`src/include/itch_macros.svh`:
```
`ifndef ITCH_MACROS_SVH
`define ITCH_MACROS_SVH

// Buffer depths and credit counts
`define ITCH_IN_DEPTH        4      // Input byte FIFO, also source credits after reset
`define ITCH_OUT_DEPTH       4      // Order queue entries
`define ITCH_OUT_CREDITS     2      // Receiver slots

// Message type codes
`define ITCH_TYPE_A          8'h41  // Add order
`define ITCH_TYPE_F          8'h46  // Add order with MPID
`define ITCH_TYPE_E          8'h45  // Order executed
`define ITCH_TYPE_C          8'h43  // Order executed with price
`define ITCH_TYPE_X          8'h58  // Order cancel
`define ITCH_TYPE_D          8'h44  // Order delete

`define ITCH_NOT_PRINTABLE   8'h4E  // 'N'

// Field offsets, type byte is byte 0, fields are big endian
`define ITCH_OFS_REF         15
`define ITCH_OFS_SIDE        19     // Bit 0 set means sell
`define ITCH_OFS_ADD_SHARES  20
`define ITCH_OFS_STOCK       24
`define ITCH_OFS_EXEC_SHARES 19
`define ITCH_OFS_PRICE       32
`define ITCH_OFS_PRINTABLE   31

// Every field spans this many bytes
`define ITCH_FIELD_BYTES     4

`endif

```
`src/rtl/itch_pkg.sv`:
```
package itch_pkg;

    typedef logic [7:0]  itch_byte_t;   // One message byte
    typedef logic [7:0]  msg_len_t;     // Length including the type byte
    typedef logic [7:0]  byte_idx_t;    // Type byte is index 0
    typedef logic [31:0] field_t;       // One order field

    // Message class decoded from the type byte
    typedef enum logic [2:0] {
        KIND_ADD,           // A and F
        KIND_EXEC,          // E
        KIND_EXEC_PRICE,    // C
        KIND_CANCEL,        // X
        KIND_DELETE,        // D
        KIND_OTHER          // Skipped
    } msg_kind_e;

    // Order type as reported downstream
    typedef enum logic [3:0] {
        ORDER_ERROR   = 4'h0,
        ORDER_ADD     = 4'h1,
        ORDER_CANCEL  = 4'h2,
        ORDER_EXECUTE = 4'h4,
        ORDER_DELETE  = 4'h8
    } order_kind_e;

    typedef enum logic [1:0] {
        WAIT_LENGTH,
        WAIT_TYPE,
        IN_BODY
    } framer_state_e;

    typedef struct packed {
        itch_byte_t data;
        byte_idx_t  idx;
        msg_kind_e  kind;
        logic       last;   // Final byte of the message
    } byte_beat_t;

    typedef struct packed {
        order_kind_e kind;
        logic        sell;
        field_t      stock_id;
        field_t      order_ref;
        field_t      shares;
        field_t      price;
    } order_t;

endpackage

```
`src/rtl/itch_field_extract.sv`:
```
`include "itch_macros.svh"

module itch_field_extract (
    input  logic                 clk,
    input  logic                 reset_n,
    input  itch_pkg::byte_beat_t beat_i,
    input  logic                 beat_valid_i,
    input  logic                 queue_full_i,
    output logic                 beat_ready_o,
    output itch_pkg::order_t     order_o,
    output logic                 order_push_o
);
    import itch_pkg::*;

    order_t order_q;
    logic   drop_q;
    logic   push_q;
    logic   beat_xfer;
    logic   hit_printable;
    logic   drop_now;
    logic   order_ok;

    // True when idx lies inside the field starting at ofs
    function automatic logic in_field(input byte_idx_t idx, input int ofs);
        return (idx >= byte_idx_t'(ofs)) &&
               (idx <= byte_idx_t'(ofs + `ITCH_FIELD_BYTES - 1));
    endfunction

    function automatic field_t shift_in(input field_t f, input itch_byte_t b);
        return {f[23:0], b};    // Most significant byte arrives first
    endfunction

    function automatic order_kind_e to_order_kind(input msg_kind_e k);
        case (k)
            KIND_ADD:                   return ORDER_ADD;
            KIND_EXEC, KIND_EXEC_PRICE: return ORDER_EXECUTE;
            KIND_CANCEL:                return ORDER_CANCEL;
            KIND_DELETE:                return ORDER_DELETE;
            default:                    return ORDER_ERROR;
        endcase
    endfunction

    ////////////////////////////////////////////////////////////
    // Handshake and emit decision
    ////////////////////////////////////////////////////////////

    // Only the closing beat needs room in the queue
    assign beat_ready_o = !(beat_valid_i && beat_i.last && queue_full_i);
    assign beat_xfer    = beat_valid_i && beat_ready_o;

    assign hit_printable = (beat_i.kind == KIND_EXEC_PRICE) &&
                           (beat_i.idx == byte_idx_t'(`ITCH_OFS_PRINTABLE)) &&
                           (beat_i.data == `ITCH_NOT_PRINTABLE);

    // The type byte starts a fresh message, so an old drop is forgotten
    assign drop_now = ((beat_i.idx != '0) && drop_q) || hit_printable;
    assign order_ok = (beat_i.kind != KIND_OTHER) && !drop_now;

    always_ff @(posedge clk or negedge reset_n) begin
        if (!reset_n) begin
            drop_q <= 1'b0;
            push_q <= 1'b0;
        end else begin
            if (beat_xfer) drop_q <= drop_now;
            push_q <= beat_xfer && beat_i.last && order_ok;
        end
    end

    ////////////////////////////////////////////////////////////
    // Field assembly
    ////////////////////////////////////////////////////////////
    always_ff @(posedge clk) begin
        if (beat_xfer) begin
            if (beat_i.idx == '0) begin
                order_q      <= '0;  // Bytes never carried stay zero
                order_q.kind <= to_order_kind(beat_i.kind);
            end else begin
                if (beat_i.kind != KIND_OTHER && in_field(beat_i.idx, `ITCH_OFS_REF))
                    order_q.order_ref <= shift_in(order_q.order_ref, beat_i.data);
                case (beat_i.kind)
                    KIND_ADD: begin
                        if (beat_i.idx == byte_idx_t'(`ITCH_OFS_SIDE))
                            order_q.sell <= beat_i.data[0];
                        if (in_field(beat_i.idx, `ITCH_OFS_ADD_SHARES))
                            order_q.shares <= shift_in(order_q.shares, beat_i.data);
                        if (in_field(beat_i.idx, `ITCH_OFS_STOCK))
                            order_q.stock_id <= shift_in(order_q.stock_id, beat_i.data);
                        if (in_field(beat_i.idx, `ITCH_OFS_PRICE))
                            order_q.price <= shift_in(order_q.price, beat_i.data);
                    end
                    KIND_EXEC, KIND_CANCEL: begin
                        if (in_field(beat_i.idx, `ITCH_OFS_EXEC_SHARES))
                            order_q.shares <= shift_in(order_q.shares, beat_i.data);
                    end
                    KIND_EXEC_PRICE: begin
                        if (in_field(beat_i.idx, `ITCH_OFS_EXEC_SHARES))
                            order_q.shares <= shift_in(order_q.shares, beat_i.data);
                        if (in_field(beat_i.idx, `ITCH_OFS_PRICE))
                            order_q.price <= shift_in(order_q.price, beat_i.data);
                    end
                    default: ;  // Delete carries the reference only
                endcase
            end
        end
    end

    assign order_o      = order_q;
    assign order_push_o = push_q;

    // Holding the last beat must keep pushes away from a full queue
    a_push_not_full: assert property (@(posedge clk) disable iff (!reset_n)
        order_push_o |-> !queue_full_i)
        else $error("order pushed while the queue was full");

endmodule

```
`src/rtl/itch_msg_framer.sv`:
```
`include "itch_macros.svh"

module itch_msg_framer (
    input  logic                   clk,
    input  logic                   reset_n,
    input  itch_pkg::itch_byte_t   byte_i,
    input  logic                   byte_valid_i,
    output logic                   byte_credit_o,
    output itch_pkg::byte_beat_t   beat_o,
    output logic                   beat_valid_o,
    input  logic                   beat_ready_i
);
    import itch_pkg::*;

    localparam int DEPTH = `ITCH_IN_DEPTH;
    localparam int PTR_W = (DEPTH > 1) ? $clog2(DEPTH) : 1;
    localparam int CNT_W = $clog2(DEPTH + 1);

    itch_byte_t       fifo_mem [DEPTH];
    logic [PTR_W-1:0] wr_ptr, rd_ptr;
    logic [CNT_W-1:0] fifo_cnt;
    logic             fifo_empty, fifo_full;
    logic             fifo_push, fifo_pop;
    itch_byte_t       head;

    framer_state_e    state_q;
    msg_len_t         len_q;
    byte_idx_t        idx_q;
    byte_idx_t        cur_idx;
    msg_kind_e        kind_q, type_kind;
    logic             beat_xfer;
    logic             credit_q;

    function automatic logic [PTR_W-1:0] ptr_inc(input logic [PTR_W-1:0] p);
        return (p == PTR_W'(DEPTH - 1)) ? '0 : p + 1'b1;
    endfunction

    ////////////////////////////////////////////////////////////
    // Byte FIFO
    ////////////////////////////////////////////////////////////
    assign head       = fifo_mem[rd_ptr];
    assign fifo_empty = (fifo_cnt == '0);
    assign fifo_full  = (fifo_cnt == CNT_W'(DEPTH));
    assign fifo_push  = byte_valid_i && !fifo_full;

    // Length bytes are consumed here, everything else waits for the extractor
    assign fifo_pop = beat_xfer || (state_q == WAIT_LENGTH && !fifo_empty);

    always_ff @(posedge clk) begin
        if (fifo_push) fifo_mem[wr_ptr] <= byte_i;
    end

    always_ff @(posedge clk or negedge reset_n) begin
        if (!reset_n) begin
            wr_ptr   <= '0;
            rd_ptr   <= '0;
            fifo_cnt <= '0;
            credit_q <= 1'b0;
        end else begin
            if (fifo_push) wr_ptr <= ptr_inc(wr_ptr);
            if (fifo_pop)  rd_ptr <= ptr_inc(rd_ptr);
            fifo_cnt <= fifo_cnt + CNT_W'(fifo_push) - CNT_W'(fifo_pop);
            credit_q <= fifo_pop;   // One credit back per consumed byte
        end
    end

    assign byte_credit_o = credit_q;

    ////////////////////////////////////////////////////////////
    // Type decode and beat build
    ////////////////////////////////////////////////////////////
    always_comb begin
        case (head)
            `ITCH_TYPE_A, `ITCH_TYPE_F: type_kind = KIND_ADD;
            `ITCH_TYPE_E:               type_kind = KIND_EXEC;
            `ITCH_TYPE_C:               type_kind = KIND_EXEC_PRICE;
            `ITCH_TYPE_X:               type_kind = KIND_CANCEL;
            `ITCH_TYPE_D:               type_kind = KIND_DELETE;
            default:                    type_kind = KIND_OTHER;
        endcase
    end

    assign cur_idx = (state_q == WAIT_TYPE) ? '0 : idx_q;

    always_comb begin
        beat_o.data = head;
        beat_o.idx  = cur_idx;
        beat_o.kind = (state_q == WAIT_TYPE) ? type_kind : kind_q;
        beat_o.last = (cur_idx == len_q - 1'b1);
    end

    assign beat_valid_o = !fifo_empty && (state_q != WAIT_LENGTH);
    assign beat_xfer    = beat_valid_o && beat_ready_i;

    always_ff @(posedge clk or negedge reset_n) begin
        if (!reset_n) begin
            state_q <= WAIT_LENGTH;
            len_q   <= '0;
            idx_q   <= '0;
            kind_q  <= KIND_OTHER;
        end else begin
            case (state_q)
                WAIT_LENGTH: begin
                    if (!fifo_empty && head != '0) begin    // Zero length is dropped
                        len_q   <= head;
                        state_q <= WAIT_TYPE;
                    end
                end
                WAIT_TYPE: begin
                    if (beat_xfer) begin
                        kind_q  <= type_kind;
                        idx_q   <= 8'd1;
                        state_q <= beat_o.last ? WAIT_LENGTH : IN_BODY;
                    end
                end
                IN_BODY: begin
                    if (beat_xfer) begin
                        idx_q <= idx_q + 1'b1;
                        if (beat_o.last) state_q <= WAIT_LENGTH;
                    end
                end
                default: state_q <= WAIT_LENGTH;
            endcase
        end
    end

    // Source must respect its byte credits
    a_no_overflow: assert property (@(posedge clk) disable iff (!reset_n)
        byte_valid_i |-> !fifo_full)
        else $error("byte arrived while the input FIFO was full");

endmodule

```
`src/rtl/itch_order_queue.sv`:
```
`include "itch_macros.svh"

module itch_order_queue (
    input  logic             clk,
    input  logic             reset_n,
    input  itch_pkg::order_t order_i,
    input  logic             order_push_i,
    output logic             queue_full_o,
    output itch_pkg::order_t order_o,
    output logic             order_valid_o,
    input  logic             order_credit_i
);
    import itch_pkg::*;

    localparam int DEPTH   = `ITCH_OUT_DEPTH;
    localparam int CREDITS = `ITCH_OUT_CREDITS;
    localparam int PTR_W   = (DEPTH > 1) ? $clog2(DEPTH) : 1;
    localparam int CNT_W   = $clog2(DEPTH + 1);
    localparam int CRD_W   = $clog2(CREDITS + 1);

    order_t           q_mem [DEPTH];
    logic [PTR_W-1:0] wr_ptr, rd_ptr;
    logic [CNT_W-1:0] q_cnt;
    logic [CRD_W-1:0] crd_q;
    logic [CRD_W:0]   crd_sum;   // One bit wider to catch over-return
    logic             push, send;

    function automatic logic [PTR_W-1:0] ptr_inc(input logic [PTR_W-1:0] p);
        return (p == PTR_W'(DEPTH - 1)) ? '0 : p + 1'b1;
    endfunction

    ////////////////////////////////////////////////////////////
    // Order FIFO
    ////////////////////////////////////////////////////////////
    assign queue_full_o = (q_cnt == CNT_W'(DEPTH));
    assign push         = order_push_i && !queue_full_o;
    assign send         = (q_cnt != '0) && (crd_q != '0);  // Head leaves when a slot is free

    always_ff @(posedge clk) begin
        if (push) q_mem[wr_ptr] <= order_i;
    end

    always_ff @(posedge clk or negedge reset_n) begin
        if (!reset_n) begin
            wr_ptr <= '0;
            rd_ptr <= '0;
            q_cnt  <= '0;
        end else begin
            if (push) wr_ptr <= ptr_inc(wr_ptr);
            if (send) rd_ptr <= ptr_inc(rd_ptr);
            q_cnt <= q_cnt + CNT_W'(push) - CNT_W'(send);
        end
    end

    assign order_o       = q_mem[rd_ptr];
    assign order_valid_o = send;

    ////////////////////////////////////////////////////////////
    // Receiver credits
    ////////////////////////////////////////////////////////////
    assign crd_sum = {1'b0, crd_q} + (CRD_W + 1)'(order_credit_i) - (CRD_W + 1)'(send);

    always_ff @(posedge clk or negedge reset_n) begin
        if (!reset_n) begin
            crd_q <= CRD_W'(CREDITS);
        end else begin
            crd_q <= (crd_sum > (CRD_W + 1)'(CREDITS)) ? CRD_W'(CREDITS)
                                                      : crd_sum[CRD_W-1:0];
        end
    end

    // Receiver never returns more credits than orders it was sent
    a_credit_bound: assert property (@(posedge clk) disable iff (!reset_n)
        crd_sum <= (CRD_W + 1)'(CREDITS))
        else $error("order credit count above receiver capacity");

endmodule

```
`src/rtl/itch_parser_top.sv`:
```
module itch_parser_top (
    input  logic                 clk,
    input  logic                 reset_n,
    input  itch_pkg::itch_byte_t byte_i,
    input  logic                 byte_valid_i,
    output logic                 byte_credit_o,
    output itch_pkg::order_t     order_o,
    output logic                 order_valid_o,
    input  logic                 order_credit_i
);
    import itch_pkg::*;

    byte_beat_t beat;
    logic       beat_valid;
    logic       beat_ready;
    order_t     order;
    logic       order_push;
    logic       queue_full;

    // Input side
    itch_msg_framer u_itch_msg_framer (
        .clk           (clk),
        .reset_n       (reset_n),
        .byte_i        (byte_i),
        .byte_valid_i  (byte_valid_i),
        .byte_credit_o (byte_credit_o),
        .beat_o        (beat),
        .beat_valid_o  (beat_valid),
        .beat_ready_i  (beat_ready)
    );

    itch_field_extract u_itch_field_extract (
        .clk          (clk),
        .reset_n      (reset_n),
        .beat_i       (beat),
        .beat_valid_i (beat_valid),
        .queue_full_i (queue_full),
        .beat_ready_o (beat_ready),
        .order_o      (order),
        .order_push_o (order_push)
    );

    // Output side
    itch_order_queue u_itch_order_queue (
        .clk            (clk),
        .reset_n        (reset_n),
        .order_i        (order),
        .order_push_i   (order_push),
        .queue_full_o   (queue_full),
        .order_o        (order_o),
        .order_valid_o  (order_valid_o),
        .order_credit_i (order_credit_i)
    );

endmodule

```
`config.mk`:
```
export PLATFORM = sky130hd
export DESIGN_NAME = itch_parser_top
export DESIGN_NICKNAME = d
export VERILOG_FILES = /design/src/rtl/itch_pkg.sv /design/src/rtl/itch_field_extract.sv /design/src/rtl/itch_msg_framer.sv /design/src/rtl/itch_order_queue.sv /design/src/rtl/itch_parser_top.sv
export VERILOG_INCLUDE_DIRS = /design/src /design/src/include
export SDC_FILE = /design/constraint.sdc
export NUM_CORES = 1
export LEC_CHECK = 0
export BUFFER_PORTS_ARGS = -buffer_cell sky130_fd_sc_hd__buf_2
export CORE_ASPECT_RATIO = 1.4
export CORE_UTILIZATION = 40
export DETAILED_ROUTE_END_ITERATION = 6
export GPL_TIMING_DRIVEN = 0
export PLACE_DENSITY_LB_ADDON = 0.12
export SLEW_MARGIN = 30
export SYNTH_ARGS = -nofsm -noshare
export SYNTH_HDL_FRONTEND = slang
export SYNTH_HIERARCHICAL = 1
export SYNTH_SLANG_ARGS = --single-unit
```
`constraint.sdc`:
```
create_clock -name clk -period 8 [get_ports clk]
set_input_delay 0 -clock clk [delete_from_list [all_inputs] [get_ports clk]]
set_output_delay 0 -clock clk [all_outputs]
set_load 0.03 [all_outputs]
```
==> results of run 1 <==
-- final cells by class --
cell class | count | area (um^2)
Timing Repair Buffer | 185 | 1400
Buffer | 54 | 303
Clock buffer | 94 | 1970
Inverter | 27 | 101
Multi-Input combinational cell | 482 | 5540
Fill cell | 5790 | 36200
Clock inverter | 35 | 315
Tap cell | 928 | 1160
Sequential cell | 737 | 21900
-- cells in the mapped netlist, drive strengths merged (4+ instances only) --
| master | n |
|---|---|
| edfxtp | 697 |
| and2 | 124 |
| nor3 | 8 |
| dfrtp | 37 |
| or4b | 4 |
| mux2 | 8 |
| xnor2 | 11 |
| nand2 | 33 |
| mux4 | 141 |
| inv | 27 |
| nand3 | 9 |
| xor2 | 7 |
| and3 | 5 |
| nand3b | 4 |
| ha | 18 |
| clkbuf | 26 |
| o21ai | 22 |
| or3 | 4 |
| buf | 28 |
| nor2 | 28 |
| a31oi | 4 |
| nor2b | 4 |
| a21oi | 7 |
| o31ai | 4 |
-- power by group --
part / switching, uW / leakage (uW) / internal (uW) / total (uW)
Clock: 1390 / 0.00112 / 1900 / 3300
Combinational: 2620 / 0.00298 / 1500 / 4130
Sequential: 449 / 0.00683 / 5350 / 5800
Total: 4470 / 0.0109 / 8760 / 13200
-- registers in the layout, summed over array words and instances (netlist names) --
name / flops
u_itch_msg_framer/fifo_mem: 32
u_itch_order_queue/crd_q: 2
u_itch_msg_framer/fifo_cnt: 3
u_itch_order_queue/q_cnt: 3
u_itch_msg_framer/idx_q: 8
u_itch_msg_framer/wr_ptr: 2
u_itch_order_queue/q_mem: 532
u_itch_field_extract/order_push_o: 1
u_itch_field_extract/drop_q: 1
u_itch_field_extract/order_o: 133
u_itch_msg_framer/kind_q: 3
u_itch_msg_framer/len_q: 8
u_itch_msg_framer/state_q: 2
u_itch_msg_framer/byte_credit_o: 1
u_itch_order_queue/rd_ptr: 2
u_itch_msg_framer/rd_ptr: 2
u_itch_order_queue/wr_ptr: 2
-- logic make-up (layout without fill, tap and decap cells) --
kind of cell               after synthesis  after routing  synth area share
DFF                                    737            737             0.789
and+or+nand+nor                        239            239            0.0499
muxes                                  150            150             0.119
buffers and inverters                   81            395            0.0145
AOI/OAI and AO/OA                       53             53            0.0118
adders and majority gates               21             21            0.0103
xor gates and xnor gates                19             19           0.00652
-- layer usage --
layer	global-route usage	vias to the layer above	share of wire	routed length, um
li1	-	5713	-	-
met1	0.218	6792	0.41	24000
met2	0.294	244	0.52	30500
met3	0.0282	80	0.041	2410
met4	0.0594	0	0.023	1340
met5	0	-	0	0
-- stage by stage --
stage	total power, uW	TNS (ps)	hold slack, ps
floorplan	8500	0	-296
global placement	9990	-5980	209
detailed placement	10100	0	30.7
CTS	13500	0	83.2
global route	13900	0	123
finish	13200	0	137
-- worst max-delay path, delay by kind of cell, from the launching register on --
kind,cells,cell delay [ps]
adders and majority gates,3,850
buffers and inverters,2,190
xor gates and xnor gates,2,300
AOI/OAI and AO/OA,3,680
and+or+nand+nor,5,1790
DFF,1,450
-- final timing paths --
check,from,cells after the start,to,slack (ps)
worst max-delay path,u_itch_msg_framer/len_q[0],15,u_itch_msg_framer/fifo_cnt[2],3640
worst min-delay path,byte_i[5],2,u_itch_msg_framer/fifo_mem[2][5],140
worst max register to register,u_itch_msg_framer/len_q[0],15,u_itch_msg_framer/fifo_cnt[2],3640
worst min register to register,u_itch_msg_framer/kind_q[0],2,u_itch_msg_framer/kind_q[0],490
max in group asynchronous,reset_n,4,u_itch_order_queue/wr_ptr[1],7270
min in group asynchronous,reset_n,3,u_itch_msg_framer/kind_q[0],500
-- timing repair --
item                                    in CTS  in global routing
hold buffers                                13                  0
hold endpoints to repair                    76                  0
endpoints found under the setup margin       0                  0
==> results.json, run 1 <==
{
  "root_buffer": "clkbuf_16",
  "cts_setup_buffers": 0,
  "yosys.cell_types.count": 59,
  "drt_pre_antenna_iters": 5,
  "overflow": 0,
  "path_cells": "or4_4 > or4b_1 > a21oi_1 > a311oi_1 > nor3_1 > and2_1 > nand3_1 > o21ai_0 > inv_1 > ha_1 > inv_1 > ha_1 > fa_1 > xnor2_1 > xnor2_1",
  "worstSkewPairLatency_ps": 610,
  "critPathMaxStageDelay_ps": 600,
  "die_h_um": 314,
  "worstPathArrival_ps": 4890,
  "design_area_mm2": 0.0327,
  "setup_ws_ps": 3640,
  "remaining_drc_errors": 0,
  "peakVddDrop_mv": 0.245,
  "wl_um": 58200,
  "grt_pass1_vias": 13700,
  "synth_top_area_frac": 0.752,
  "pre_cts_slack_ps": 3640,
  "grt_start_max_net_pins": 38,
  "hold_path.class": "primary input to flip-flop",
  "die_area_mm2": 0.0706,
  "setup_viol": 0,
  "final_layout_size_suffix_gt1_frac": 0.289,
  "crit_type": "flip-flop to flip-flop",
  "syn_inst": 1300,
  "post-route-period-util": 0.545,
  "grt_pass1_wl_um": 88000,
  "cts-resized-gates": 0,
  "antenna_found_initial": 1,
  "fp.dieW_um": 225,
  "critPathSlowestCell": "or4_4",
  "hold_viol": 0,
  "post-route-min-period_ps": 4360,
  "area_growth_pct": 17.6,
  "final_core_util": 0.475,
  "core_mm2": 0.0689,
  "finalClockSkew_ps": 26.6,
  "final_max_slew_viol_count": 0,
  "vias": 12800,
  "relSlewSlack": 0.452,
  "clockBufferDepth": 3,
  "synth.area.top_cells": "edfxtp_1 75%, mux4_2 11%, dfrtp_1 3.3%",
  "worst_slew_pin_slew_ps": 822,
  "required_ps": 8530,
  "dp_hpwl_um": 37800,
  "final_common_cell": "edfxtp_1",
  "cp-start-kind": "flip-flop",
  "viasPerCell": 5.05,
  "synth_area_mm2": 0.0278,
  "synth_nets": 1333,
  "drtIter0Drc": 760,
  "cts_tree": "yes",
  "cellLeakagePower_uw": 0.0109,
  "grtUsageTotal": 0.170,
  "yosys_warnings": 6,
  "synth_edf_count": 697,
  "status": "completed",
  "pin_count": 147,
  "clock_sinks": 737,
  "crit_fanout": 6,
  "rows": 114,
  "fmax_mhz": 229,
  "n_antenna_cell": 0,
  "routabilityCongestion": 0.765,
  "instances_no_fill": 2542,
  "syn_area_per_cell_um2": 21.4,
  "seq_area_frac_synth": 0.789,
  "async_reset_ff_frac": 0.0543,
  "rsz0062_at_grt": "false",
  "io_buffers": 146,
  "place_area_mm2": 0.0303,
  "synth_top_area_cell": "edfxtp_1",
  "ys.flop_type": "edfxtp_1",
  "cap_violations": 0,
  "ant_nets": 0,
  "power_density_mw_per_mm2": 404,
  "layout_common_cells": "697 x edfxtp_1, 161 x buf_2, 138 x mux4_2",
  "avgRoutedWirePerCell_um": 22.9,
  "htree_levels": 3,
  "cts_made_buffers": 73,
  "final_net_count": 1593,
  "end_kind": "flip-flop",
  "dp.cells": 2400,
  "clkTransAtPathRegs_ps": 60,
  "start_util": 0.404,
  "synth-seq-cells": 737
}
(Power assumes the default switching activity.)
==> run 2: changes to the inputs <==
Clock period 8 ns to 4.4 ns, I/O delays scaled along.
==> run 2 against run 1 <==
  * Critical path depth stayed put
  * Highest routed layer unchanged
  * Clock power grew 81%
  * Sequential cell count unchanged
  * Non-clock buffer count unchanged
  * Routed wire length shrank 0.97%
  * Largest cell class unchanged
  * Register-to-register slack worse by 3300 ps
  * Cell area shrank 0.13%
  * Global-route usage down 0.20 points
  * Count of clock-buffer cells in the layout down 1
  * Hold slack worse by 6.1 ps
  * Critical path type unchanged
==> results.json, run 2 (same netlist as run 1, synthesis figures left out) <==
{
  "grt_pass1_vias": 13500,
  "final_net_count": 1592,
  "total_power_uw": 24000,
  "highest_layer": "met4",
  "start_util": 0.404,
  "post-route-min-period_ps": 4100,
  "dp_hpwl_um": 37400,
  "vias": 12600,
  "wl_met1_um": 24400,
  "die_area_mm2": 0.0706,
  "path_cells": "or4_4 > or4b_1 > a21oi_1 > a311oi_1 > nor3_1 > and2_1 > nand3_1 > o21ai_1 > inv_1 > ha_1 > inv_1 > ha_1 > fa_1 > xnor2_1 > xnor2_1",
  "worstPathArrival_ps": 4600,
  "crit_type": "flip-flop to flip-flop",
  "r2r-start": "u_itch_msg_framer/len_q[0]",
  "cellLeakagePower_uw": 0.0109,
  "hold_path.class": "primary input to flip-flop",
  "viasPerCell": 4.97,
  "largest_register_ffs": 532,
  "cts_tree": "yes",
  "grt_start_max_net_pins": 41,
  "avgRoutedWirePerCell_um": 22.7,
  "wl_met3_um": 2370,
  "hold_viol": 0,
  "rsz0062_at_grt": "false",
  "drtIter0Drc": 808,
  "end_kind": "flip-flop",
  "peakVddDrop_mv": 0.369,
  "r2r-end": "u_itch_msg_framer/fifo_cnt[2]",
  "htree_levels": 3,
  "r2r_cells": 15,
  "required_ps": 4900,
  "worst-path-stages": 15,
  "antenna_found_initial": 3,
  "wl_um": 57600,
  "layout_common_cells": "697 x edfxtp_1, 161 x buf_2, 138 x mux4_2",
  "met2_length_um": 29800,
  "remaining_drc_errors": 0,
  "clock_sinks": 737,
  "routabilityCongestion": 0.783,
  "area_growth_pct": 17.5,
  "core_mm2": 0.0689,
  "power_density_mw_per_mm2": 735,
  "finalClockSkew_ps": 22.7,
  "crit_family": "simple AND/OR/NAND/NOR gates",
  "final_max_slew_viol_count": 0,
  "io_buffers": 146,
  "cp-start-kind": "flip-flop",
  "worstSkewPairLatency_ps": 610,
  "grtUsageTotal": 0.168,
  "fp.dieW_um": 225,
  "die_h_um": 314,
  "n_antenna_cell": 0,
  "relSlewSlack": 0.442,
  "crit_fanout": 6,
  "instances_no_fill": 2541,
  "worst_slew_pin_slew_ps": 838,
  "critPathSlowestCell": "or4_4",
  "cts_made_buffers": 72,
  "final_layout_size_suffix_gt1_frac": 0.286,
  "drt_pre_antenna_iters": 5,
  "cap_violations": 0,
  "pin_count": 147,
  "rows": 114,
  "startpoint": "u_itch_msg_framer/len_q[0]",
  "overflow": 0,
  "status": "completed",
  "final_common_cell": "edfxtp_1",
  "post-route-period-util": 0.932,
  "critPathMaxStageDelay_ps": 600,
  "root_buffer": "clkbuf_16",
  "clockBufferDepth": 3,
  "crit_buf_inv": 2,
  "largest_register": "u_itch_order_queue/q_mem",
  "setup_viol": 0,
  "dp.cells": 2397,
  "worstSetupEndpoint": "u_itch_msg_framer/fifo_cnt[2]",
  "r2r_slack_ps": 300,
  "clkTransAtPathRegs_ps": 60,
  "grt_pass1_wl_um": 87100,
  "ant_nets": 0,
  "fmax_mhz": 244
}
==> run 2: timing repair <==
action	CTS	global route
setup endpoints to repair	0	19
endpoints found under the hold margin	74	37
hold buffers	11	1
resized for setup	0	1
buffers inserted	0	4
==> run 2: worst min path at each step <==
stage / start / to / depth (start not counted)
2_1_floorplan: reset_n / u_itch_field_extract/drop_q / 0
3_3_place_gp: reset_n / u_itch_order_queue/q_cnt[0] / 1
3_5_place_dp: reset_n / u_itch_order_queue/q_cnt[0] / 1
4_1_cts: reset_n / u_itch_order_queue/q_cnt[0] / 2
5_1_grt: byte_i[0] / u_itch_msg_framer/fifo_mem[2][0] / 2
6_report: byte_i[1] / u_itch_msg_framer/fifo_mem[2][1] / 2
==> run 2: area by class of cell <==
type | instances | area [um^2]
clock inverter | 35 | 310
clock buffer | 93 | 1950
timing repair buffer | 185 | 1380
multi-input combinational | 482 | 5540
inverter | 27 | 101
sequential | 737 | 21900
tap | 928 | 1160
fill | 5748 | 36200
buffer | 54 | 302
==> run 2: routing by layer <==
layer / GRT usage / up-vias
met5: 0 / -
met4: 0.0529 / 0
met3: 0.0289 / 62
met2: 0.286 / 236
met1: 0.220 / 6622
li1: - / 5719
==> run 2: where the power goes <==
| group | total [uW] | leakage [uW] | internal [uW] | switching, uW |
|---|---|---|---|---|
| Combinational | 7500 | 0.00297 | 2760 | 4740 |
| Clock | 5970 | 0.00110 | 3430 | 2540 |
| Sequential | 10500 | 0.00683 | 9730 | 807 |
==> run 2: stage by stage <==
step           instance area, um^2  setup TNS [ps]  setup slack (ps)  utilization  hold slack (ps)
6_report                     32700               0               299        0.474              131
5_1_grt                      32700               0              25.8        0.474              128
4_1_cts                      32600               0               141        0.473             64.6
3_5_place_dp                 30200               0               164        0.439              206
3_3_place_gp                 29700         -381880             -1650        0.431              200
2_1_floorplan                27800               0              42.1            -             -296
